### src/ise_pkg.sv
package ise_pkg;

    // --------------------------------------------------
    // Widths and counts

    localparam int xlen       = 32;             // Data path width
    localparam int cpr_count  = 16;             // Number of coprocessor registers
    localparam int cpr_addr_w = 4;              // CPR address width
    localparam int gpr_addr_w = 5;              // GPR address width
    localparam int f3_w       = 3;              // funct3 field width

    // --------------------------------------------------
    // Encoding

    // Major opcode of the extension (custom-0), occupies bits 6..0
    localparam logic [6:0] ise_opcode = 7'b000_1011;

    // Field LSB positions inside the encoding
    localparam int fld_funct3 = 12;             // Bits 14..12
    localparam int fld_crd    = 7;              // Bits 10..7, CPR destination
    localparam int fld_rd     = 7;              // Bits 11..7, GPR destination
    localparam int fld_crs1   = 15;             // Bits 18..15
    localparam int fld_crs2   = 20;             // Bits 23..20
    localparam int fld_pw     = 25;             // Bits 26..25, pack width

    // funct3 codes, 3'b110 and 3'b111 are left unallocated
    localparam logic [f3_w-1:0] f3_mv2cop = 3'b000;
    localparam logic [f3_w-1:0] f3_mv2gpr = 3'b001;
    localparam logic [f3_w-1:0] f3_add_px = 3'b010;
    localparam logic [f3_w-1:0] f3_sub_px = 3'b011;
    localparam logic [f3_w-1:0] f3_cmov   = 3'b100;
    localparam logic [f3_w-1:0] f3_cmovn  = 3'b101;

    // --------------------------------------------------
    // Types

    typedef enum logic [2:0] {
        op_none,                                // No state change
        op_mv2cop,
        op_mv2gpr,
        op_add_px,
        op_sub_px,
        op_cmov,
        op_cmovn
    } ise_op_t;

    // Lane width of packed arithmetic
    typedef enum logic [1:0] {
        pw_32,
        pw_16,
        pw_8,
        pw_4
    } pack_width_t;

    typedef enum logic [2:0] {
        res_ok         = 3'd0,
        res_bad_opcode = 3'd1,
        res_bad_width  = 3'd2                   // Pack width switched off
    } ise_result_t;

endpackage

### src/ise_decode.sv
`timescale 1ns/1ps

module ise_decode #(
    parameter bit mccr_p32 = 1'b1,                  // 32-bit lanes enabled
    parameter bit mccr_p16 = 1'b1,
    parameter bit mccr_p8  = 1'b1,
    parameter bit mccr_p4  = 1'b1
) (
    input  logic                              cop_insn_valid,
    input  logic [ise_pkg::xlen-1:0]          cop_insn_enc,
    output ise_pkg::ise_op_t                  dec_op,
    output logic [ise_pkg::cpr_addr_w-1:0]    dec_crd,
    output logic [ise_pkg::cpr_addr_w-1:0]    dec_crs1,
    output logic [ise_pkg::cpr_addr_w-1:0]    dec_crs2,
    output logic [ise_pkg::gpr_addr_w-1:0]    dec_rd,
    output ise_pkg::pack_width_t              dec_pw,
    output logic                              dec_crs1_used,
    output logic                              dec_crs2_used,
    output ise_pkg::ise_result_t              dec_result
);

    import ise_pkg::*;

    logic [xlen-1:0] enc;                           // Encoding gated by valid
    logic [f3_w-1:0] funct3;
    ise_op_t         op_raw;                        // Before the width check
    logic            is_packed;
    logic            pw_en;                         // Enable of the selected width

    assign enc    = cop_insn_enc & {xlen{cop_insn_valid}};
    assign funct3 = enc[fld_funct3 +: f3_w];

    // Register fields are pulled out regardless of operation
    assign dec_crd  = enc[fld_crd  +: cpr_addr_w];
    assign dec_crs1 = enc[fld_crs1 +: cpr_addr_w];
    assign dec_crs2 = enc[fld_crs2 +: cpr_addr_w];
    assign dec_rd   = enc[fld_rd   +: gpr_addr_w];
    assign dec_pw   = pack_width_t'(enc[fld_pw +: $bits(pack_width_t)]);

    // --------------------------------------------------
    // Opcode and funct3 match

    always_comb
    begin
        op_raw = op_none;
        if (enc[$bits(ise_opcode)-1:0] == ise_opcode)
        begin
            case (funct3)
                f3_mv2cop: op_raw = op_mv2cop;
                f3_mv2gpr: op_raw = op_mv2gpr;
                f3_add_px: op_raw = op_add_px;
                f3_sub_px: op_raw = op_sub_px;
                f3_cmov:   op_raw = op_cmov;
                f3_cmovn:  op_raw = op_cmovn;
                default:   op_raw = op_none;    // Unallocated funct3
            endcase
        end
    end

    // Feature enable for the requested lane width
    always_comb
    begin
        case (dec_pw)
            pw_32:   pw_en = mccr_p32;
            pw_16:   pw_en = mccr_p16;
            pw_8:    pw_en = mccr_p8;
            default: pw_en = mccr_p4;
        endcase
    end

    assign is_packed = (op_raw == op_add_px) || (op_raw == op_sub_px);

    // --------------------------------------------------
    // Final operation, result code and source usage

    always_comb
    begin
        dec_op     = op_raw;
        dec_result = res_ok;
        if (op_raw == op_none)
        begin
            dec_result = res_bad_opcode;
        end
        else if (is_packed && !pw_en)
        begin
            dec_op     = op_none;               // Disabled width is a no-op
            dec_result = res_bad_width;
        end
    end

    // A rejected instruction reads nothing
    assign dec_crs1_used = (dec_op != op_none) && (dec_op != op_mv2cop);
    assign dec_crs2_used = (dec_op == op_add_px) || (dec_op == op_sub_px) ||
                           (dec_op == op_cmov)   || (dec_op == op_cmovn);

endmodule

### src/ise_cpr_file.sv
`timescale 1ns/1ps

module ise_cpr_file (
    input  logic                              g_clk,
    input  logic                              cpr_wen,
    input  logic [ise_pkg::cpr_addr_w-1:0]    cpr_waddr,
    input  logic [ise_pkg::xlen-1:0]          cpr_wdata,
    input  logic [ise_pkg::cpr_addr_w-1:0]    dec_crs1,
    input  logic [ise_pkg::cpr_addr_w-1:0]    dec_crs2,
    output logic [ise_pkg::xlen-1:0]          cpr_rdata1,
    output logic [ise_pkg::xlen-1:0]          cpr_rdata2
);

    import ise_pkg::*;

    // Coprocessor register array
    logic [xlen-1:0] cprs [cpr_count];

    always_ff @(posedge g_clk)
    begin
        if (cpr_wen)
        begin
            cprs[cpr_waddr] <= cpr_wdata;
        end
    end

    // Asynchronous reads, a write is seen the cycle after its edge
    assign cpr_rdata1 = cprs[dec_crs1];
    assign cpr_rdata2 = cprs[dec_crs2];

endmodule

### src/ise_packed_alu.sv
`timescale 1ns/1ps

module ise_packed_alu (
    input  logic                              cop_insn_valid,
    input  ise_pkg::ise_op_t                  dec_op,
    input  logic [ise_pkg::cpr_addr_w-1:0]    dec_crd,
    input  ise_pkg::pack_width_t              dec_pw,
    input  logic [ise_pkg::xlen-1:0]          cop_rs1,
    input  logic [ise_pkg::xlen-1:0]          cpr_rdata1,
    input  logic [ise_pkg::xlen-1:0]          cpr_rdata2,
    output logic                              cpr_wen,
    output logic [ise_pkg::cpr_addr_w-1:0]    cpr_waddr,
    output logic [ise_pkg::xlen-1:0]          cpr_wdata,
    output logic                              gpr_wen,
    output logic [ise_pkg::xlen-1:0]          gpr_wdata
);

    import ise_pkg::*;

    localparam int nibbles = xlen / 4;              // Smallest lane is 4 bits

    logic               is_sub;
    logic               cond;                       // crs2 non-zero
    logic [nibbles-1:0] lane_start;                 // Nibble opens a new lane
    logic [xlen-1:0]    opb;                        // Inverted for subtract
    logic [xlen-1:0]    packed_res;
    logic               carry;
    logic [4:0]         nib_sum;
    logic               wr_en;
    logic [xlen-1:0]    wr_data;
    logic               gpr_en;

    assign is_sub = (dec_op == op_sub_px);
    assign cond   = |cpr_rdata2;
    assign opb    = is_sub ? ~cpr_rdata2 : cpr_rdata2;

    // --------------------------------------------------
    // Packed add/sub as a nibble carry chain

    always_comb
    begin
        case (dec_pw)
            pw_32:   lane_start = nibbles'(1);
            pw_16:   lane_start = {(nibbles/4){4'b0001}};
            pw_8:    lane_start = {(nibbles/2){2'b01}};
            default: lane_start = {nibbles{1'b1}};
        endcase
    end

    always_comb
    begin
        carry = 1'b0;
        nib_sum = '0;
        for (int i = 0; i < nibbles; i++)
        begin
            if (lane_start[i])
                carry = is_sub;                     // Break chain, +1 for two's complement
            nib_sum = {1'b0, cpr_rdata1[4*i +: 4]} + {1'b0, opb[4*i +: 4]} + {4'b0, carry};
            packed_res[4*i +: 4] = nib_sum[3:0];
            carry = nib_sum[4];
        end
    end

    // --------------------------------------------------
    // Operation select

    always_comb
    begin
        wr_en   = 1'b0;
        wr_data = cpr_rdata1;                       // cmov/cmovn source
        gpr_en  = 1'b0;
        case (dec_op)
            op_mv2cop:
            begin
                wr_en   = 1'b1;
                wr_data = cop_rs1;
            end
            op_mv2gpr:            gpr_en = 1'b1;
            op_add_px, op_sub_px:
            begin
                wr_en   = 1'b1;
                wr_data = packed_res;
            end
            op_cmov:              wr_en = cond;
            op_cmovn:             wr_en = !cond;
            default:              wr_en = 1'b0;
        endcase
    end

    assign cpr_wen   = cop_insn_valid & wr_en;
    assign cpr_waddr = dec_crd;
    assign cpr_wdata = wr_data;
    assign gpr_wen   = cop_insn_valid & gpr_en;
    assign gpr_wdata = gpr_en ? cpr_rdata1 : '0;   // Zero unless mv2gpr

endmodule

### src/ise_result.sv
`timescale 1ns/1ps

module ise_result (
    input  logic                              g_clk,
    input  logic                              g_resetn,
    input  logic                              cop_insn_valid,
    input  ise_pkg::ise_result_t              dec_result,
    input  logic [ise_pkg::cpr_addr_w-1:0]    dec_crs1,
    input  logic [ise_pkg::cpr_addr_w-1:0]    dec_crs2,
    input  logic                              dec_crs1_used,
    input  logic                              dec_crs2_used,
    input  logic [ise_pkg::gpr_addr_w-1:0]    dec_rd,
    input  logic                              cpr_wen,
    input  logic [ise_pkg::cpr_addr_w-1:0]    cpr_waddr,
    input  logic                              gpr_wen,
    input  logic [ise_pkg::xlen-1:0]          gpr_wdata,
    output ise_pkg::ise_result_t              cop_result,
    output logic [ise_pkg::cpr_count-1:0]     cop_cprs_read,
    output logic [ise_pkg::cpr_count-1:0]     cop_cprs_written,
    output logic                              cop_rd_wen,
    output logic [ise_pkg::gpr_addr_w-1:0]    cop_rd_addr,
    output logic [ise_pkg::xlen-1:0]          cop_rd_data
);

    import ise_pkg::*;

    logic [cpr_count-1:0] rd_mask1;
    logic [cpr_count-1:0] rd_mask2;
    logic [cpr_count-1:0] wr_mask;

    // One-hot masks of CPRs touched
    assign rd_mask1 = dec_crs1_used ? (cpr_count'(1) << dec_crs1) : '0;
    assign rd_mask2 = dec_crs2_used ? (cpr_count'(1) << dec_crs2) : '0;
    assign wr_mask  = cpr_wen       ? (cpr_count'(1) << cpr_waddr) : '0;

    // --------------------------------------------------
    // Outputs hold until the next valid instruction

    always_ff @(posedge g_clk)
    begin
        if (!g_resetn)
        begin
            cop_result       <= res_ok;
            cop_cprs_read    <= '0;
            cop_cprs_written <= '0;
            cop_rd_wen       <= 1'b0;
            cop_rd_addr      <= '0;
            cop_rd_data      <= '0;
        end
        else if (cop_insn_valid)
        begin
            // Every field is rewritten so nothing carries over
            cop_result       <= dec_result;
            cop_cprs_read    <= rd_mask1 | rd_mask2;
            cop_cprs_written <= wr_mask;
            cop_rd_wen       <= gpr_wen;
            cop_rd_addr      <= gpr_wen ? dec_rd : '0;
            cop_rd_data      <= gpr_wdata;          // Already zero without write-back
        end
    end

endmodule

### src/ise_top.sv
`timescale 1ns/1ps

module ise_top #(
    parameter bit mccr_p32 = 1'b1,                  // Pack width feature enables
    parameter bit mccr_p16 = 1'b1,
    parameter bit mccr_p8  = 1'b1,
    parameter bit mccr_p4  = 1'b1
) (
    input  logic                              g_clk,
    input  logic                              g_resetn,
    input  logic                              cop_insn_valid,   // One-cycle strobe
    input  logic [ise_pkg::xlen-1:0]          cop_insn_enc,
    input  logic [ise_pkg::xlen-1:0]          cop_rs1,          // GPR source value
    output ise_pkg::ise_result_t              cop_result,
    output logic [ise_pkg::cpr_count-1:0]     cop_cprs_read,
    output logic [ise_pkg::cpr_count-1:0]     cop_cprs_written,
    output logic                              cop_rd_wen,
    output logic [ise_pkg::gpr_addr_w-1:0]    cop_rd_addr,
    output logic [ise_pkg::xlen-1:0]          cop_rd_data
);

    import ise_pkg::*;

    // --------------------------------------------------
    // Decode outputs

    ise_op_t               dec_op;
    logic [cpr_addr_w-1:0] dec_crd;
    logic [cpr_addr_w-1:0] dec_crs1;
    logic [cpr_addr_w-1:0] dec_crs2;
    logic [gpr_addr_w-1:0] dec_rd;
    pack_width_t           dec_pw;
    logic                  dec_crs1_used;
    logic                  dec_crs2_used;
    ise_result_t           dec_result;

    // Register file and execute
    logic [xlen-1:0]       cpr_rdata1;
    logic [xlen-1:0]       cpr_rdata2;
    logic                  cpr_wen;
    logic [cpr_addr_w-1:0] cpr_waddr;
    logic [xlen-1:0]       cpr_wdata;
    logic                  gpr_wen;
    logic [xlen-1:0]       gpr_wdata;

    ise_decode #(
        .mccr_p32 (mccr_p32),
        .mccr_p16 (mccr_p16),
        .mccr_p8  (mccr_p8),
        .mccr_p4  (mccr_p4)
    ) u_decode (
        .cop_insn_valid (cop_insn_valid),
        .cop_insn_enc   (cop_insn_enc),
        .dec_op         (dec_op),
        .dec_crd        (dec_crd),
        .dec_crs1       (dec_crs1),
        .dec_crs2       (dec_crs2),
        .dec_rd         (dec_rd),
        .dec_pw         (dec_pw),
        .dec_crs1_used  (dec_crs1_used),
        .dec_crs2_used  (dec_crs2_used),
        .dec_result     (dec_result)
    );

    ise_cpr_file u_cpr_file (
        .g_clk      (g_clk),
        .cpr_wen    (cpr_wen),
        .cpr_waddr  (cpr_waddr),
        .cpr_wdata  (cpr_wdata),
        .dec_crs1   (dec_crs1),
        .dec_crs2   (dec_crs2),
        .cpr_rdata1 (cpr_rdata1),
        .cpr_rdata2 (cpr_rdata2)
    );

    ise_packed_alu u_alu (
        .cop_insn_valid (cop_insn_valid),
        .dec_op         (dec_op),
        .dec_crd        (dec_crd),
        .dec_pw         (dec_pw),
        .cop_rs1        (cop_rs1),
        .cpr_rdata1     (cpr_rdata1),
        .cpr_rdata2     (cpr_rdata2),
        .cpr_wen        (cpr_wen),
        .cpr_waddr      (cpr_waddr),
        .cpr_wdata      (cpr_wdata),
        .gpr_wen        (gpr_wen),
        .gpr_wdata      (gpr_wdata)
    );

    // Registered reporting, one cycle after the strobe
    ise_result u_result (
        .g_clk            (g_clk),
        .g_resetn         (g_resetn),
        .cop_insn_valid   (cop_insn_valid),
        .dec_result       (dec_result),
        .dec_crs1         (dec_crs1),
        .dec_crs2         (dec_crs2),
        .dec_crs1_used    (dec_crs1_used),
        .dec_crs2_used    (dec_crs2_used),
        .dec_rd           (dec_rd),
        .cpr_wen          (cpr_wen),
        .cpr_waddr        (cpr_waddr),
        .gpr_wen          (gpr_wen),
        .gpr_wdata        (gpr_wdata),
        .cop_result       (cop_result),
        .cop_cprs_read    (cop_cprs_read),
        .cop_cprs_written (cop_cprs_written),
        .cop_rd_wen       (cop_rd_wen),
        .cop_rd_addr      (cop_rd_addr),
        .cop_rd_data      (cop_rd_data)
    );

endmodule

### config.mk
export PLATFORM = sky130hd
export DESIGN_NAME = ise_top
export DESIGN_NICKNAME = d
export VERILOG_FILES = /design/src/ise_pkg.sv /design/src/ise_decode.sv /design/src/ise_cpr_file.sv /design/src/ise_packed_alu.sv /design/src/ise_result.sv /design/src/ise_top.sv
export SDC_FILE = /design/constraint.sdc
export NUM_CORES = 1
export LEC_CHECK = 0
export BUFFER_PORTS_ARGS = -buffer_cell sky130_fd_sc_hd__buf_2
export CORE_ASPECT_RATIO = 0.6
export CORE_MARGIN = 8
export CORE_UTILIZATION = 35
export CTS_BUF_LIST = sky130_fd_sc_hd__clkbuf_4
export DETAILED_ROUTE_END_ITERATION = 8
export PLACE_DENSITY = 0.48
export SYNTH_ARGS = -nofsm -noshare
export SYNTH_HDL_FRONTEND = slang
export SYNTH_HIERARCHICAL = 1
export SYNTH_SLANG_ARGS = --single-unit
### constraint.sdc
create_clock -name g_clk -period 30.6 [get_ports g_clk]
set_clock_uncertainty 0.05 [all_clocks]
set_input_delay 3.06 -clock g_clk [delete_from_list [all_inputs] [get_ports g_clk]]
set_output_delay 3.06 -clock g_clk [all_outputs]
set_load 0.02 [all_outputs]
Yosys cells after proc, flatten, opt, wreduce, memory -nomap -nowiden
Memories as Yosys holds them, arrays and structs flattened.
Cells that the tools add are included.
{"block": "word_totals", "regBits": 71, "latch_bits": 0, "mem_bits_rw": 512, "mem_bits_ro": 0, "inputBits": 67, "word_cells": 81, "memories": 1}
{"memory": "u_cpr_file.cprs", "words": 16, "word_bits": 32, "rd": 2, "rd_clocked_by_memory_dff": 0, "write_ports": 1, "line": "ise_cpr_file.sv:17", "rtl": "logic [xlen-1:0] cprs [cpr_count];"}
{"block": "op_classes", "addsub": 16, "multipliers": 0, "div_mod_pow": 0, "order_cmp": 0, "n_eq_ne": 15, "shifts": 3, "n_mux": 23, "bitwise_logic": 5, "n_reduce_logical": 12}
{"operator": "32-bit 2-to-1 mux", "count": 2}
{"operator": "32-bit case mux with 2 select lines", "count": 1}
{"operator": "16-bit 2-to-1 mux", "count": 3}
{"operator": "1-bit by 4-bit << shifter with 16-bit output, first input constant", "count": 3}
{"operator": "4-bit by 4-bit adder with 5-bit output", "count": 7}
{"operator": "5-bit by 1-bit adder with 5-bit output", "count": 7}
{"operator": "32-bit NOT", "count": 1}
{"operator": "32-bit OR reduction", "count": 1}
{"operator": "27-bit AND", "count": 1}
{"operator": "8-bit case mux with 3 select lines", "count": 1}
{"operator": "3-bit case mux with 6 select lines", "count": 1}
{"operator": "16-bit bitwise OR", "count": 1}
{"operator": "3-bit equality test, second input constant", "count": 5}
{"operator": "3-bit by 2-bit equality test with 1-bit output, second input constant", "count": 4}
{"operator": "1-bit 2-to-1 mux", "count": 12}
{"operator": "7-bit by 4-bit equality test with 1-bit output, second input constant", "count": 1}
{"operator": "3-bit by 1-bit equality test with 1-bit output, second input constant", "count": 2}
{"operator": "3-bit zero test", "count": 2}
{"operator": "5-bit 2-to-1 mux", "count": 1}
{"operator": "4-bit by 1-bit adder with 4-bit output", "count": 1}
{"operator": "4-bit adder", "count": 1}
{"operator": "1-bit logical OR", "count": 3}
{"operator": "3-bit 2-to-1 mux", "count": 1}
{"operator": "3-bit by 1-bit inequality test with 1-bit output, second input constant", "count": 1}
{"operator": "10 further kinds", "count": 11}

Logic depth before layout (Yosys ltp)
Gate-level depths: netlist (run 1).
{"block": "logic_depth", "ltp_word": 23, "mapped_depth": 49}

By module
Netlist (run 1), hierarchy kept.
{"mod": "ise_cpr_file", "instances": 1, "cells_per_inst": 1077, "area_per_inst_um2": 22907.0, "seq_area_each_um2": 15374.7}
{"mod": "ise_result", "instances": 1, "cells_per_inst": 272, "area_per_inst_um2": 2810.2, "seq_area_each_um2": 1461.4}
{"mod": "ise_packed_alu", "instances": 1, "cells_per_inst": 291, "area_per_inst_um2": 2264.7, "seq_area_each_um2": 0.0}
{"mod": "ise_decode", "instances": 1, "cells_per_inst": 41, "area_per_inst_um2": 282.8, "seq_area_each_um2": 0.0}

Worst setup path after synthesis (run 1)
OpenSTA, ideal clock, no wires.
{"block": "synth_path", "kind": "input to register", "start": "in cop_insn_enc[4] in the netlist's numbering", "end": "mem u_cpr_file.cprs[0][30] (data pin)", "arrival_time_ns": 14.914, "required_ns": 30.243, "setup_slack_ns": 15.329, "path_stages": 47, "cell_sequence": "or4b_1 > buf_2 > a211oi_1 > nor3b_2 > buf_6 > buf_2 > xor2_1 > fa_1 > a21o_1 > a221oi_1 > nor2_1 > fa_1 > fa_1 > a21o_1 > a211oi_1 > a21oi_1 > fa_1 > fa_1 > [11 not listed] > a221oi_1 > nor2_1 > fa_1 > fa_1 > a21o_1 > a211oi_1 > a21oi_1 > fa_1 > inv_1 > fa_1 > nor2b_1 > o21ai_0 > a21oi_1 > fa_1 > fa_1 > xnor2_1 > nor2_1 > a221o_1"}
{"block": "synth_between", "elab_chain_len": 22, "elab_cells_between_ends": 33, "cone_classes": "16 x add/sub; 4 x eq/ne; 11 x mux; 1 x bitwise; 1 x reduce/logical"}
{"item": "start, declared", "line": "ise_top.sv:12", "rtl": "input logic [ise_pkg::xlen-1:0] cop_insn_enc,"}
{"item": "27-bit AND (*)", "line": "ise_decode.sv:30", "rtl": "assign enc = cop_insn_enc & {xlen{cop_insn_valid}};"}
{"item": "7-bit by 4-bit equality test with 1-bit output (*)", "line": "ise_decode.sv:46", "rtl": "if (enc[$bits(ise_opcode)-1:0] == ise_opcode)"}
{"item": "3-bit 2-to-1 mux (*)", "line": "ise_decode.sv:46"}
{"item": "net dec_op[2]", "line": "ise_top.sv:27", "rtl": "ise_op_t dec_op;"}
{"item": "3-bit equality test", "line": "ise_packed_alu.sv:33, ise_packed_alu.sv:72"}
{"item": "32-bit 2-to-1 mux", "line": "ise_packed_alu.sv:35", "rtl": "assign opb = is_sub ? ~cpr_rdata2 : cpr_rdata2;"}
{"item": "4-bit by 4-bit adder with 5-bit output", "line": "ise_packed_alu.sv:58", "rtl": "nib_sum = {1'b0, cpr_rdata1[4*i +: 4]} + {1'b0, opb[4*i +: 4]} + {4'b0, carry};"}
{"item": "5-bit by 1-bit adder with 5-bit output", "line": "ise_packed_alu.sv:58"}
{"item": "[8 not listed]"}
{"item": "1-bit 2-to-1 mux", "line": "ise_packed_alu.sv:56", "rtl": "if (lane_start[i])"}
{"item": "5-bit by 1-bit adder with 5-bit output", "line": "ise_packed_alu.sv:58"}
{"item": "1-bit 2-to-1 mux", "line": "ise_packed_alu.sv:56"}
{"item": "5-bit by 1-bit adder with 5-bit output", "line": "ise_packed_alu.sv:58"}
{"item": "1-bit 2-to-1 mux", "line": "ise_packed_alu.sv:56"}
{"item": "4-bit by 1-bit adder with 4-bit output", "line": "ise_packed_alu.sv:58"}
{"item": "32-bit case mux with 2 select lines (*)", "line": "ise_packed_alu.sv:72", "rtl": "case (dec_op)"}
{"item": "net cpr_wdata[30]", "line": "ise_top.sv:42", "rtl": "logic [xlen-1:0] cpr_wdata;"}
{"item": "end, declared", "line": "ise_cpr_file.sv:17"}
Mark *: on every way through the listed nets, which the timed path passes. The rest lies on a longest branch.

Final worst setup path (run 1)
{"block": "layout_path", "start": "in cop_insn_valid", "end": "mem u_cpr_file.cprs[0][31] (data pin)"}
{"block": "layout_between", "elab_chain_len": 23, "elab_cells_between_ends": 46, "cone_classes": "16 x add/sub; 11 x eq/ne; 13 x mux; 2 x bitwise; 3 x reduce/logical; 1 x memory"}
{"item": "start, declared", "line": "ise_top.sv:11", "rtl": "input logic cop_insn_valid,"}
{"item": "27-bit AND (*)", "line": "ise_decode.sv:30"}
{"item": "3-bit equality test, or another cell as far along", "line": "ise_decode.sv:48", "rtl": "case (funct3)"}
{"item": "3-bit case mux with 6 select lines", "line": "ise_decode.sv:48"}
{"item": "3-bit 2-to-1 mux (*)", "line": "ise_decode.sv:46"}
{"item": "net dec_op[0]", "line": "ise_top.sv:27"}
{"item": "3-bit equality test", "line": "ise_packed_alu.sv:33, ise_packed_alu.sv:72"}
{"item": "32-bit 2-to-1 mux", "line": "ise_packed_alu.sv:35"}
{"item": "4-bit by 4-bit adder with 5-bit output", "line": "ise_packed_alu.sv:58"}
{"item": "[9 not listed]"}
{"item": "1-bit 2-to-1 mux", "line": "ise_packed_alu.sv:56"}
{"item": "5-bit by 1-bit adder with 5-bit output", "line": "ise_packed_alu.sv:58"}
{"item": "1-bit 2-to-1 mux", "line": "ise_packed_alu.sv:56"}
{"item": "5-bit by 1-bit adder with 5-bit output", "line": "ise_packed_alu.sv:58"}
{"item": "1-bit 2-to-1 mux", "line": "ise_packed_alu.sv:56"}
{"item": "4-bit by 1-bit adder with 4-bit output", "line": "ise_packed_alu.sv:58"}
{"item": "32-bit case mux with 2 select lines (*)", "line": "ise_packed_alu.sv:72"}
{"item": "net cpr_wdata[31]", "line": "ise_top.sv:42"}
Marked as above.

==> impl_results.html, run 1 <==
<table>
<tr><th>Metric</th><th>Value</th></tr>
<tr><th colspan="2">Run status</th></tr>
<tr><td>Status</td><td>finished clean</td></tr>
<tr><th colspan="2">STA</th></tr>
<tr><td>Worst slew pin tran</td><td>about 1.2 ns</td></tr>
<tr><td>Clock period minus worst slack</td><td>17.00 ns</td></tr>
<tr><td>Max-Slew Margin vs Limit</td><td>slightly above 20%</td></tr>
<tr><td>Final hold violation count</td><td>0</td></tr>
<tr><td>Setup TNS after final layout</td><td>0 ns</td></tr>
<tr><td>Setup-violating endpoint count in the final report</td><td>0</td></tr>
<tr><td>Setup repair after global routing missed its margin</td><td>false</td></tr>
<tr><td>Maximum achievable frequency</td><td>0.0588 GHz</td></tr>
<tr><td>Final critical-path setup slack</td><td>about 14 ns</td></tr>
<tr><td>Max-slew violation count</td><td>0</td></tr>
<tr><td>Final period util</td><td>55.6%</td></tr>
<tr><th colspan="2">Route</th></tr>
<tr><td>Aggregate routed wire length</td><td>roughly 90000 µm</td></tr>
<tr><td>Initial detailed-routing violation count</td><td>1752</td></tr>
<tr><td>Detailed-route DRC error count</td><td>0</td></tr>
<tr><td>WL per Instance</td><td>approximately 29 µm</td></tr>
<tr><td>Antenna Violating Nets Remaining</td><td>0</td></tr>
<tr><td>Count of vias placed by the detailed router</td><td>between 15000 and 20000</td></tr>
<tr><td>Avg Vias per Cell</td><td>5.74</td></tr>
<tr><td>1st-pass router iterations</td><td>5</td></tr>
<tr><th colspan="2">Clocking</th></tr>
<tr><td>CTS Sinks</td><td>just under 600</td></tr>
<tr><td>Quantity of gates resized following cts</td><td>0</td></tr>
<tr><td>Depth of the CTS H-tree</td><td>4</td></tr>
<tr><td>Clock tree from TritonCTS</td><td>done</td></tr>
<tr><td>Root buffer cell</td><td>clkbuf_4</td></tr>
<tr><td>Clock Path Buffers</td><td>3</td></tr>
<tr><td>Register clock-pin slew on the reported worst setup and hold paths</td><td>0.07 ns</td></tr>
<tr><td>Number of post-CTS setup repair buffers</td><td>0</td></tr>
<tr><td>Total CTS buffers</td><td>between 150 and 200</td></tr>
<tr><td>Later-pin clock latency in the skew report</td><td>approximately 1 ns</td></tr>
<tr><td>Count of hold-fix buffers inserted at cts</td><td>0</td></tr>
<tr><th colspan="2">Floorplanning</th></tr>
<tr><td>Area of the core</td><td>79700 µm²</td></tr>
<tr><td>Starting Density</td><td>between 30% and 40%</td></tr>
<tr><td>Top-Level Pins</td><td>140</td></tr>
<tr><td>Row count</td><td>80</td></tr>
<tr><td>Overall die width</td><td>around 380 µm</td></tr>
<tr><td>Total Die Area</td><td>90400 µm²</td></tr>
<tr><td>DIE HEIGHT</td><td>~240 µm</td></tr>
<tr><th colspan="2">Worst setup path</th></tr>
<tr><td>Startpoint-to-endpoint class of the critical path</td><td>primary input to flop</td></tr>
<tr><td>Data arrival time at the worst-slack endpoint</td><td>approximately 18 ns</td></tr>
<tr><td>Worst Path Max Fanout</td><td>46</td></tr>
<tr><td>CP Capture Type</td><td>flop</td></tr>
<tr><td>Critical path required time</td><td>between 30 and 40 ns</td></tr>
<tr><td>Depth of the worst register-to-register path</td><td>44</td></tr>
<tr><td>Kind of start point of the critical path</td><td>primary input</td></tr>
<tr><td>Highest cell delay on the worst timing path</td><td>around 0.95 ns</td></tr>
<tr><td>Master of the slowest instance on the critical path</td><td>a211oi_2</td></tr>
<tr><td>Critical Path Most Common Cell</td><td>fa_1</td></tr>
<tr><th colspan="2">Logic synthesis</th></tr>
<tr><td>Synth Warn #</td><td>6</td></tr>
<tr><td>Flip-flop and latch count after synthesis</td><td>~590</td></tr>
<tr><td>Mean cell area of the mapped netlist</td><td>between 15 and 20 µm²</td></tr>
<tr><td>Synthesized instance count</td><td>1681</td></tr>
<tr><td>Share of synthesized flip-flops with an asynchronous set or reset</td><td>0%</td></tr>
<tr><td>Flip-flop cell with the highest count after synthesis</td><td>edfxtp_1</td></tr>
<tr><td>Count of flip-flops with a built-in enable after synthesis</td><td>slightly above 500</td></tr>
<tr><td>Register area share after synthesis</td><td>roughly 60%</td></tr>
<tr><td>Post-synth design cell area</td><td>between 20000 and 30000 µm²</td></tr>
<tr><td>Yosys cell types</td><td>55</td></tr>
<tr><th colspan="2">Global route</th></tr>
<tr><td>Number of global-route vias before repair</td><td>18300</td></tr>
<tr><td>Initial antenna violation count</td><td>2</td></tr>
<tr><td>GRT Residual Overflow</td><td>0</td></tr>
<tr><td>Largest net degree at the start of global routing</td><td>a little over 100</td></tr>
<tr><td>Global-route wire length before repair</td><td>around 130000 µm</td></tr>
<tr><td>Total GRT Usage</td><td>between 10% and 20%</td></tr>
<tr><th colspan="2">Hold path</th></tr>
<tr><td>Worst hold path type</td><td>flop to flop</td></tr>
<tr><td>Cell depth of the worst hold path</td><td>2</td></tr>
<tr><th colspan="2">Layout</th></tr>
<tr><td>Area growth from synthesis to final layout</td><td>13.4%</td></tr>
<tr><td>Share of layout cells above drive strength 1</td><td>about 36%</td></tr>
<tr><td>Post-route standard cell area excluding fillers</td><td>32000 µm²</td></tr>
<tr><td>Most common cell after layout, fill and taps aside</td><td>edfxtp_1</td></tr>
<tr><td>Count of nets after finishing</td><td>between 1500 and 2000</td></tr>
<tr><td>Leading cell types in the layout, fill and taps excluded</td><td>512 x edfxtp_1, 256 x mux4_2, 229 x clkbuf_4, 150 x a22oi_1, 131 x buf_2</td></tr>
<tr><td>Post-layout util</td><td>between 40 and 50%</td></tr>
<tr><td>Count of non-filler cells in the finished layout</td><td>3070</td></tr>
<tr><th colspan="2">Placement</th></tr>
<tr><td>Post-Place Cell Area</td><td>around 30000 µm²</td></tr>
<tr><td>Port buffer count</td><td>132</td></tr>
<tr><td>GP Congestion</td><td>about 0.77</td></tr>
<tr><td>Half-perimeter wire length after detailed placement</td><td>48200 µm</td></tr>
<tr><td>Post-placement cell count</td><td>2793</td></tr>
<tr><td>Worst setup slack before clock tree synthesis</td><td>12.54 ns</td></tr>
<tr><th colspan="2">Pwr</th></tr>
<tr><td>Worst IR Drop VDD</td><td>roughly 0.034 mV</td></tr>
<tr><td>Power density over cell area</td><td>54.4 nW/µm²</td></tr>
<tr><td>Pleak</td><td>10.8 nW</td></tr>
<tr><th colspan="2">Run</th></tr>
<tr><td>Maxcap violations</td><td>0</td></tr>
</table>
==> synth_stat cells (all sizes together), types with 2 or more instances <==
master / number / share of area (%)
a221o: 26 / 0.92
nor3: 7 / 0.12
nand3: 4 / 0.071
nor3b: 4 / 0.14
dfxtp: 73 / 5.2
a211oi: 6 / 0.18
inv: 6 / 0.080
xnor2: 10 / 0.31
and2: 52 / 1.2
a21o: 16 / 0.42
mux4: 256 / 20
a22oi: 150 / 4.0
nand4b: 5 / 0.15
nand3b: 8 / 0.21
ha: 23 / 1.0
edfxtp: 512 / 54
mux2i: 35 / 1.2
clkbuf: 53 / 0.70
o21ai: 26 / 0.46
nand4: 4 / 0.089
a221oi: 3 / 0.093
a21oi: 19 / 0.38
nor2b: 57 / 1.3
fa: 15 / 1.1
xor2: 38 / 1.2
or3: 2 / 0.062
or3b: 3 / 0.093
nand2: 112 / 1.5
buf: 80 / 1.8
nor4: 8 / 0.18
nand2b: 6 / 0.13
nor2: 48 / 0.64
==> registers in the layout (all words and copies together), names as in the netlist <==
name and cells:
u_result/cop_rd_addr 5, u_result/cop_cprs_read 16, u_result/cop_rd_wen 1, u_result/cop_rd_data 32, u_cpr_file/cprs 512, u_result/cop_cprs_written 16, u_result/cop_result 3
==> path summary, 6_finish.rpt <==
kind	from	to	slack, ns
setup / recovery	cop_insn_valid	u_cpr_file/cprs[0][31]$_DFFE_PP_	13.60
hold / removal	u_result/cop_cprs_written[15]$_SDFFE_PN0P_	u_result/cop_cprs_written[15]$_SDFFE_PN0P_	0.40
setup reg to reg	u_cpr_file/cprs[11][0]$_DFFE_PP_	u_cpr_file/cprs[0][31]$_DFFE_PP_	17.29
hold reg to reg	u_result/cop_cprs_written[15]$_SDFFE_PN0P_	u_result/cop_cprs_written[15]$_SDFFE_PN0P_	0.40
==> final cells by class <==
cell class / count / area [µm²]
fill: 7431 / 47600
sequential: 585 / 16800
multi-input combinational: 958 / 10900
clock buffer: 229 / 1720
tap: 1066 / 1330
timing repair buffer: 178 / 1020
clock inverter: 43 / 196
inverter: 6 / 22.5
antenna: 5 / 12.5
==> logic make-up (layout without fill, tap and decap cells) <==
kind of cell             count (synthesis)  count (layout)  synth area share, %
buffers and inverters                  139             456                 2.56
XOR/XNOR                                48              48                 1.49
AO/OA/AOI/OAI                          253             253                 6.67
AND/OR/NAND/NOR                        326             326                 5.98
adder cells (fa/ha/maj)                 38              38                 2.08
flip-flops                             585             585                 59.6
other                                    1               7               0.0133
multiplexers                           291             291                 21.6
==> metal layers <==
metal	track usage, %	routed length [µm]	part of all wire [%]	vias up
met5	0	0	0	-
met4	7.57	2700	3.0	0
met3	4.95	7240	8.1	185
met2	29.3	40100	45	782
met1	27.3	39400	44	9231
li1	-	-	-	7411
==> report_power, final <==
part | switching (mW) | internal (mW) | leakage [nW]
Sequential | 0.000164 | 0.880 | 5.21
Clock | 0.333 | 0.350 | 1.16
Combinational | 0.112 | 0.0686 | 4.45
==> per-stage QoR <==
stage / power (mW) / hold slack (ns)
after CTS: 1.77 / 0.410
after global placement: 1.07 / 0.392
after detailed placement: 1.08 / 0.393
after floorplan: 1.02 / 0.471
after global routing: 1.83 / 0.441
final: 1.74 / 0.405
==> critical path: cells and delay by family <==
family          cells  cell delay, ns
fa+ha+maj          14            6.31
simple gates        6            0.87
buf+inv             4            1.50
compound gates     21            5.36
xor+xnor            2            0.36
Power figures use the tool's default switching activity.
==> inputs of run 2 (changes only) <==
- PLACE_DENSITY: 0.48 -> 0.5
- clock period: 30.6 -> 14.8 ns (I/O delays scaled with it)
==> impl_results.html, run 2 (synthesis gave the netlist of run 1 again) <==
<table>
<tr><th>Metric</th><th>Value</th></tr>
<tr><th colspan="2">Floorplanning</th></tr>
<tr><td>Starting Density</td><td>between 30% and 40%</td></tr>
<tr><td>Row count</td><td>80</td></tr>
<tr><td>Total Die Area</td><td>around 90000 µm²</td></tr>
<tr><td>Top-Level Pins</td><td>140</td></tr>
<tr><td>DIE HEIGHT</td><td>about 240 µm</td></tr>
<tr><td>Overall die width</td><td>around 380 µm</td></tr>
<tr><td>Area of the core</td><td>79700 µm²</td></tr>
<tr><th colspan="2">Worst setup path</th></tr>
<tr><td>CP Capture Type</td><td>flop</td></tr>
<tr><td>Startpoint-to-endpoint class of the critical path</td><td>primary input to flop</td></tr>
<tr><td>Critical path required time</td><td>approximately 15 ns</td></tr>
<tr><td>Master of the slowest instance on the critical path</td><td>o21ai_1</td></tr>
<tr><td>Highest cell delay on the worst timing path</td><td>about 0.8 ns</td></tr>
<tr><td>Launch point of the worst reg-to-reg path</td><td>u_cpr_file/cprs[11][0]$_DFFE_PP_</td></tr>
<tr><td>Setup slack on the worst flop-to-flop path</td><td>1.74 ns</td></tr>
<tr><td>Kind of start point of the critical path</td><td>primary input</td></tr>
<tr><td>Worst Path Max Fanout</td><td>26</td></tr>
<tr><td>Data arrival time at the worst-slack endpoint</td><td>around 14 ns</td></tr>
<tr><td>Critical Path Most Common Cell</td><td>fa_1</td></tr>
<tr><td>Depth of the worst register-to-register path</td><td>44</td></tr>
<tr><td>End of the worst register-to-register path</td><td>u_cpr_file/cprs[8][31]$_DFFE_PP_</td></tr>
<tr><td>Crit. Startpoint</td><td>cop_insn_valid</td></tr>
<tr><th colspan="2">STA</th></tr>
<tr><td>Max-slew violation count</td><td>0</td></tr>
<tr><td>Worst slew pin tran</td><td>roughly 1.2 ns</td></tr>
<tr><td>Final hold violation count</td><td>0</td></tr>
<tr><td>Setup repair after global routing missed its margin</td><td>false</td></tr>
<tr><td>Setup TNS after final layout</td><td>0 ns</td></tr>
<tr><td>Worst hold slack across all endpoints</td><td>approximately 0.4 ns</td></tr>
<tr><td>Setup-violating endpoint count in the final report</td><td>0</td></tr>
<tr><td>Maximum achievable frequency</td><td>just over 0.07 GHz</td></tr>
<tr><td>Clock period minus worst slack</td><td>between 10 and 15 ns</td></tr>
<tr><td>Max-Slew Margin vs Limit</td><td>a little over a fifth</td></tr>
<tr><td>Final period util</td><td>between 90% and 100%</td></tr>
<tr><th colspan="2">Hold path</th></tr>
<tr><td>Worst hold path type</td><td>flop to flop</td></tr>
<tr><td>Cell depth of the worst hold path</td><td>2</td></tr>
<tr><td>Worst Hold End</td><td>u_result/cop_cprs_written[13]$_SDFFE_PN0P_</td></tr>
<tr><td>Hold path startpoint</td><td>u_result/cop_cprs_written[13]$_SDFFE_PN0P_</td></tr>
<tr><th colspan="2">Pwr</th></tr>
<tr><td>Tot Pwr</td><td>between 3 and 4 mW</td></tr>
<tr><td>Pleak</td><td>between 10 and 15 nW</td></tr>
<tr><td>Worst IR Drop VDD</td><td>around 0.061 mV</td></tr>
<tr><td>Power density over cell area</td><td>about 110 nW/µm²</td></tr>
<tr><th colspan="2">Route</th></tr>
<tr><td>Avg Vias per Cell</td><td>around 5.7</td></tr>
<tr><td>Aggregate routed wire length</td><td>roughly 87000 µm</td></tr>
<tr><td>Count of vias placed by the detailed router</td><td>17600</td></tr>
<tr><td>1st-pass router iterations</td><td>7</td></tr>
<tr><td>WL per Instance</td><td>about 28 µm</td></tr>
<tr><td>Highest routing layer actually used</td><td>met4</td></tr>
<tr><td>Post-route met1 wirelength</td><td>approximately 40000 µm</td></tr>
<tr><td>Antenna Violating Nets Remaining</td><td>0</td></tr>
<tr><td>Detailed-route DRC error count</td><td>0</td></tr>
<tr><td>Routed wire length on met3</td><td>6210 µm</td></tr>
<tr><td>Total length of routed met2 wires</td><td>39600 µm</td></tr>
<tr><td>Initial detailed-routing violation count</td><td>1520</td></tr>
<tr><th colspan="2">Layout</th></tr>
<tr><td>Leading registers by flop count</td><td>u_cpr_file/cprs: 512 flops, u_result/cop_rd_data: 32 flops</td></tr>
<tr><td>Most common cell after layout, fill and taps aside</td><td>edfxtp_1</td></tr>
<tr><td>Area used by sequential logic in the layout</td><td>about 17000 µm²</td></tr>
<tr><td>Leading cell types in the layout, fill and taps excluded</td><td>512 x edfxtp_1, 256 x mux4_2, 218 x clkbuf_4, 150 x a22oi_1, 131 x buf_2</td></tr>
<tr><td>Count of nets after finishing</td><td>between 2000 and 2500</td></tr>
<tr><td>Max reg flops</td><td>512</td></tr>
<tr><td>Area used by multi-input combinational logic</td><td>between 10000 and 15000 µm²</td></tr>
<tr><td>Fill count</td><td>about 7400</td></tr>
<tr><td>Share of layout cells above drive strength 1</td><td>a little over a third</td></tr>
<tr><td>Area growth from synthesis to final layout</td><td>13.6%</td></tr>
<tr><td>Register with the most flip-flops</td><td>u_cpr_file/cprs</td></tr>
<tr><th colspan="2">Global route</th></tr>
<tr><td>Global-route wire length before repair</td><td>~130000 µm</td></tr>
<tr><td>GRT Residual Overflow</td><td>0</td></tr>
<tr><td>Largest net degree at the start of global routing</td><td>53</td></tr>
<tr><td>Initial antenna violation count</td><td>3</td></tr>
<tr><td>Number of global-route vias before repair</td><td>between 15000 and 20000</td></tr>
<tr><td>Total GRT Usage</td><td>between 10% and 20%</td></tr>
<tr><th colspan="2">Clocking</th></tr>
<tr><td>Depth of the CTS H-tree</td><td>4</td></tr>
<tr><td>Clock Path Buffers</td><td>3</td></tr>
<tr><td>Number of post-CTS setup repair buffers</td><td>0</td></tr>
<tr><td>Later-pin clock latency in the skew report</td><td>about 0.96 ns</td></tr>
<tr><td>Quantity of gates resized following cts</td><td>0</td></tr>
<tr><td>Register clock-pin slew on the reported worst setup and hold paths</td><td>around 0.07 ns</td></tr>
<tr><td>Total CTS buffers</td><td>146</td></tr>
<tr><td>CTS Sinks</td><td>585</td></tr>
<tr><td>Root buffer cell</td><td>clkbuf_4</td></tr>
<tr><td>Count of hold-fix buffers inserted at cts</td><td>0</td></tr>
<tr><td>Clock tree from TritonCTS</td><td>done</td></tr>
<tr><th colspan="2">Placement</th></tr>
<tr><td>GP Congestion</td><td>about 0.77</td></tr>
<tr><td>Port buffer count</td><td>between 100 and 150</td></tr>
<tr><td>Half-perimeter wire length after detailed placement</td><td>~51000 µm</td></tr>
<tr><th colspan="2">Run</th></tr>
<tr><td>Maxcap violations</td><td>0</td></tr>
<tr><th colspan="2">Run status</th></tr>
<tr><td>Status</td><td>finished clean</td></tr>
</table>
-- run 2: changes by cell type in the layout (fill, tap and decap cells not counted) --
cell        change
buf_4          +27
clkinv_2        +1
clkinv_1       -10
diode_2         -2
clkinvlp_4      -1
inv_2           -5
clkbuf_4       -11
-- run 2: critical path: cells and delay by family --
family	cells	cell delay (ns)
compound gates	22	4.66
xor+xnor	1	0.09
fa+ha+maj	14	6.24
buf+inv	4	0.51
simple gates	8	1.40
-- run 2: worst max path at each step --
stage                                              endpoint  cells after the start  slack (ns)
after global routing       u_cpr_file/cprs[4][31]$_DFFE_PP_                     49        0.19
after detailed placement   u_cpr_file/cprs[8][31]$_DFFE_PP_                     45        0.09
after CTS                  u_cpr_file/cprs[8][31]$_DFFE_PP_                     45        1.14
after global placement    u_cpr_file/cprs[12][31]$_DFFE_PP_                     49        0.20
after floorplan            u_cpr_file/cprs[0][30]$_DFFE_PP_                     47        1.11
final                      u_cpr_file/cprs[8][31]$_DFFE_PP_                     49        0.93
-- run 2: power breakdown --
| group | switching [mW] | internal [mW] | total (mW) |
|---|---|---|---|
| clock | 0.665 | 0.685 | 1.35 |
| combinational | 0.229 | 0.147 | 0.376 |
| sequential | 0.000325 | 1.82 | 1.82 |
| total | 0.895 | 2.65 | 3.55 |
-- run 2: metrics by stage --
| stage | instance area [µm²] | utilization [%] | worst slack (ns) | std cells |
|---|---|---|---|---|
| global route | 32100 | 40.3 | 0.186 | 3068 |
| finish | 32100 | 40.3 | 0.931 | 3069 |
| detailed placement | 30300 | 38.1 | 0.0945 | 2820 |
| global placement | 30300 | 38.1 | 0.203 | 2820 |
| floorplan | 28300 | - | 1.11 | 1682 |
| CTS | 32100 | 40.3 | 1.14 | 3066 |
-- run 2: area by class of cell --
class                           instances  share of cell area (%)
Sequential cell                       585                    52.4
Multi-Input combinational cell        958                    34.0
Clock buffer                          218                    5.10
Tap cell                             1066                    4.15
Timing Repair Buffer                  205                    3.81
Clock inverter                         28                   0.429
Inverter                                6                  0.0702
Antenna cell                            3                  0.0234
-- run 2: metal layers --
layer | GRT usage [%] | vias to the layer above
met5 | 0 | -
met4 | 5.68 | 0
met3 | 4.22 | 109
met2 | 28.5 | 732
met1 | 27.8 | 9384
li1 | - | 7415
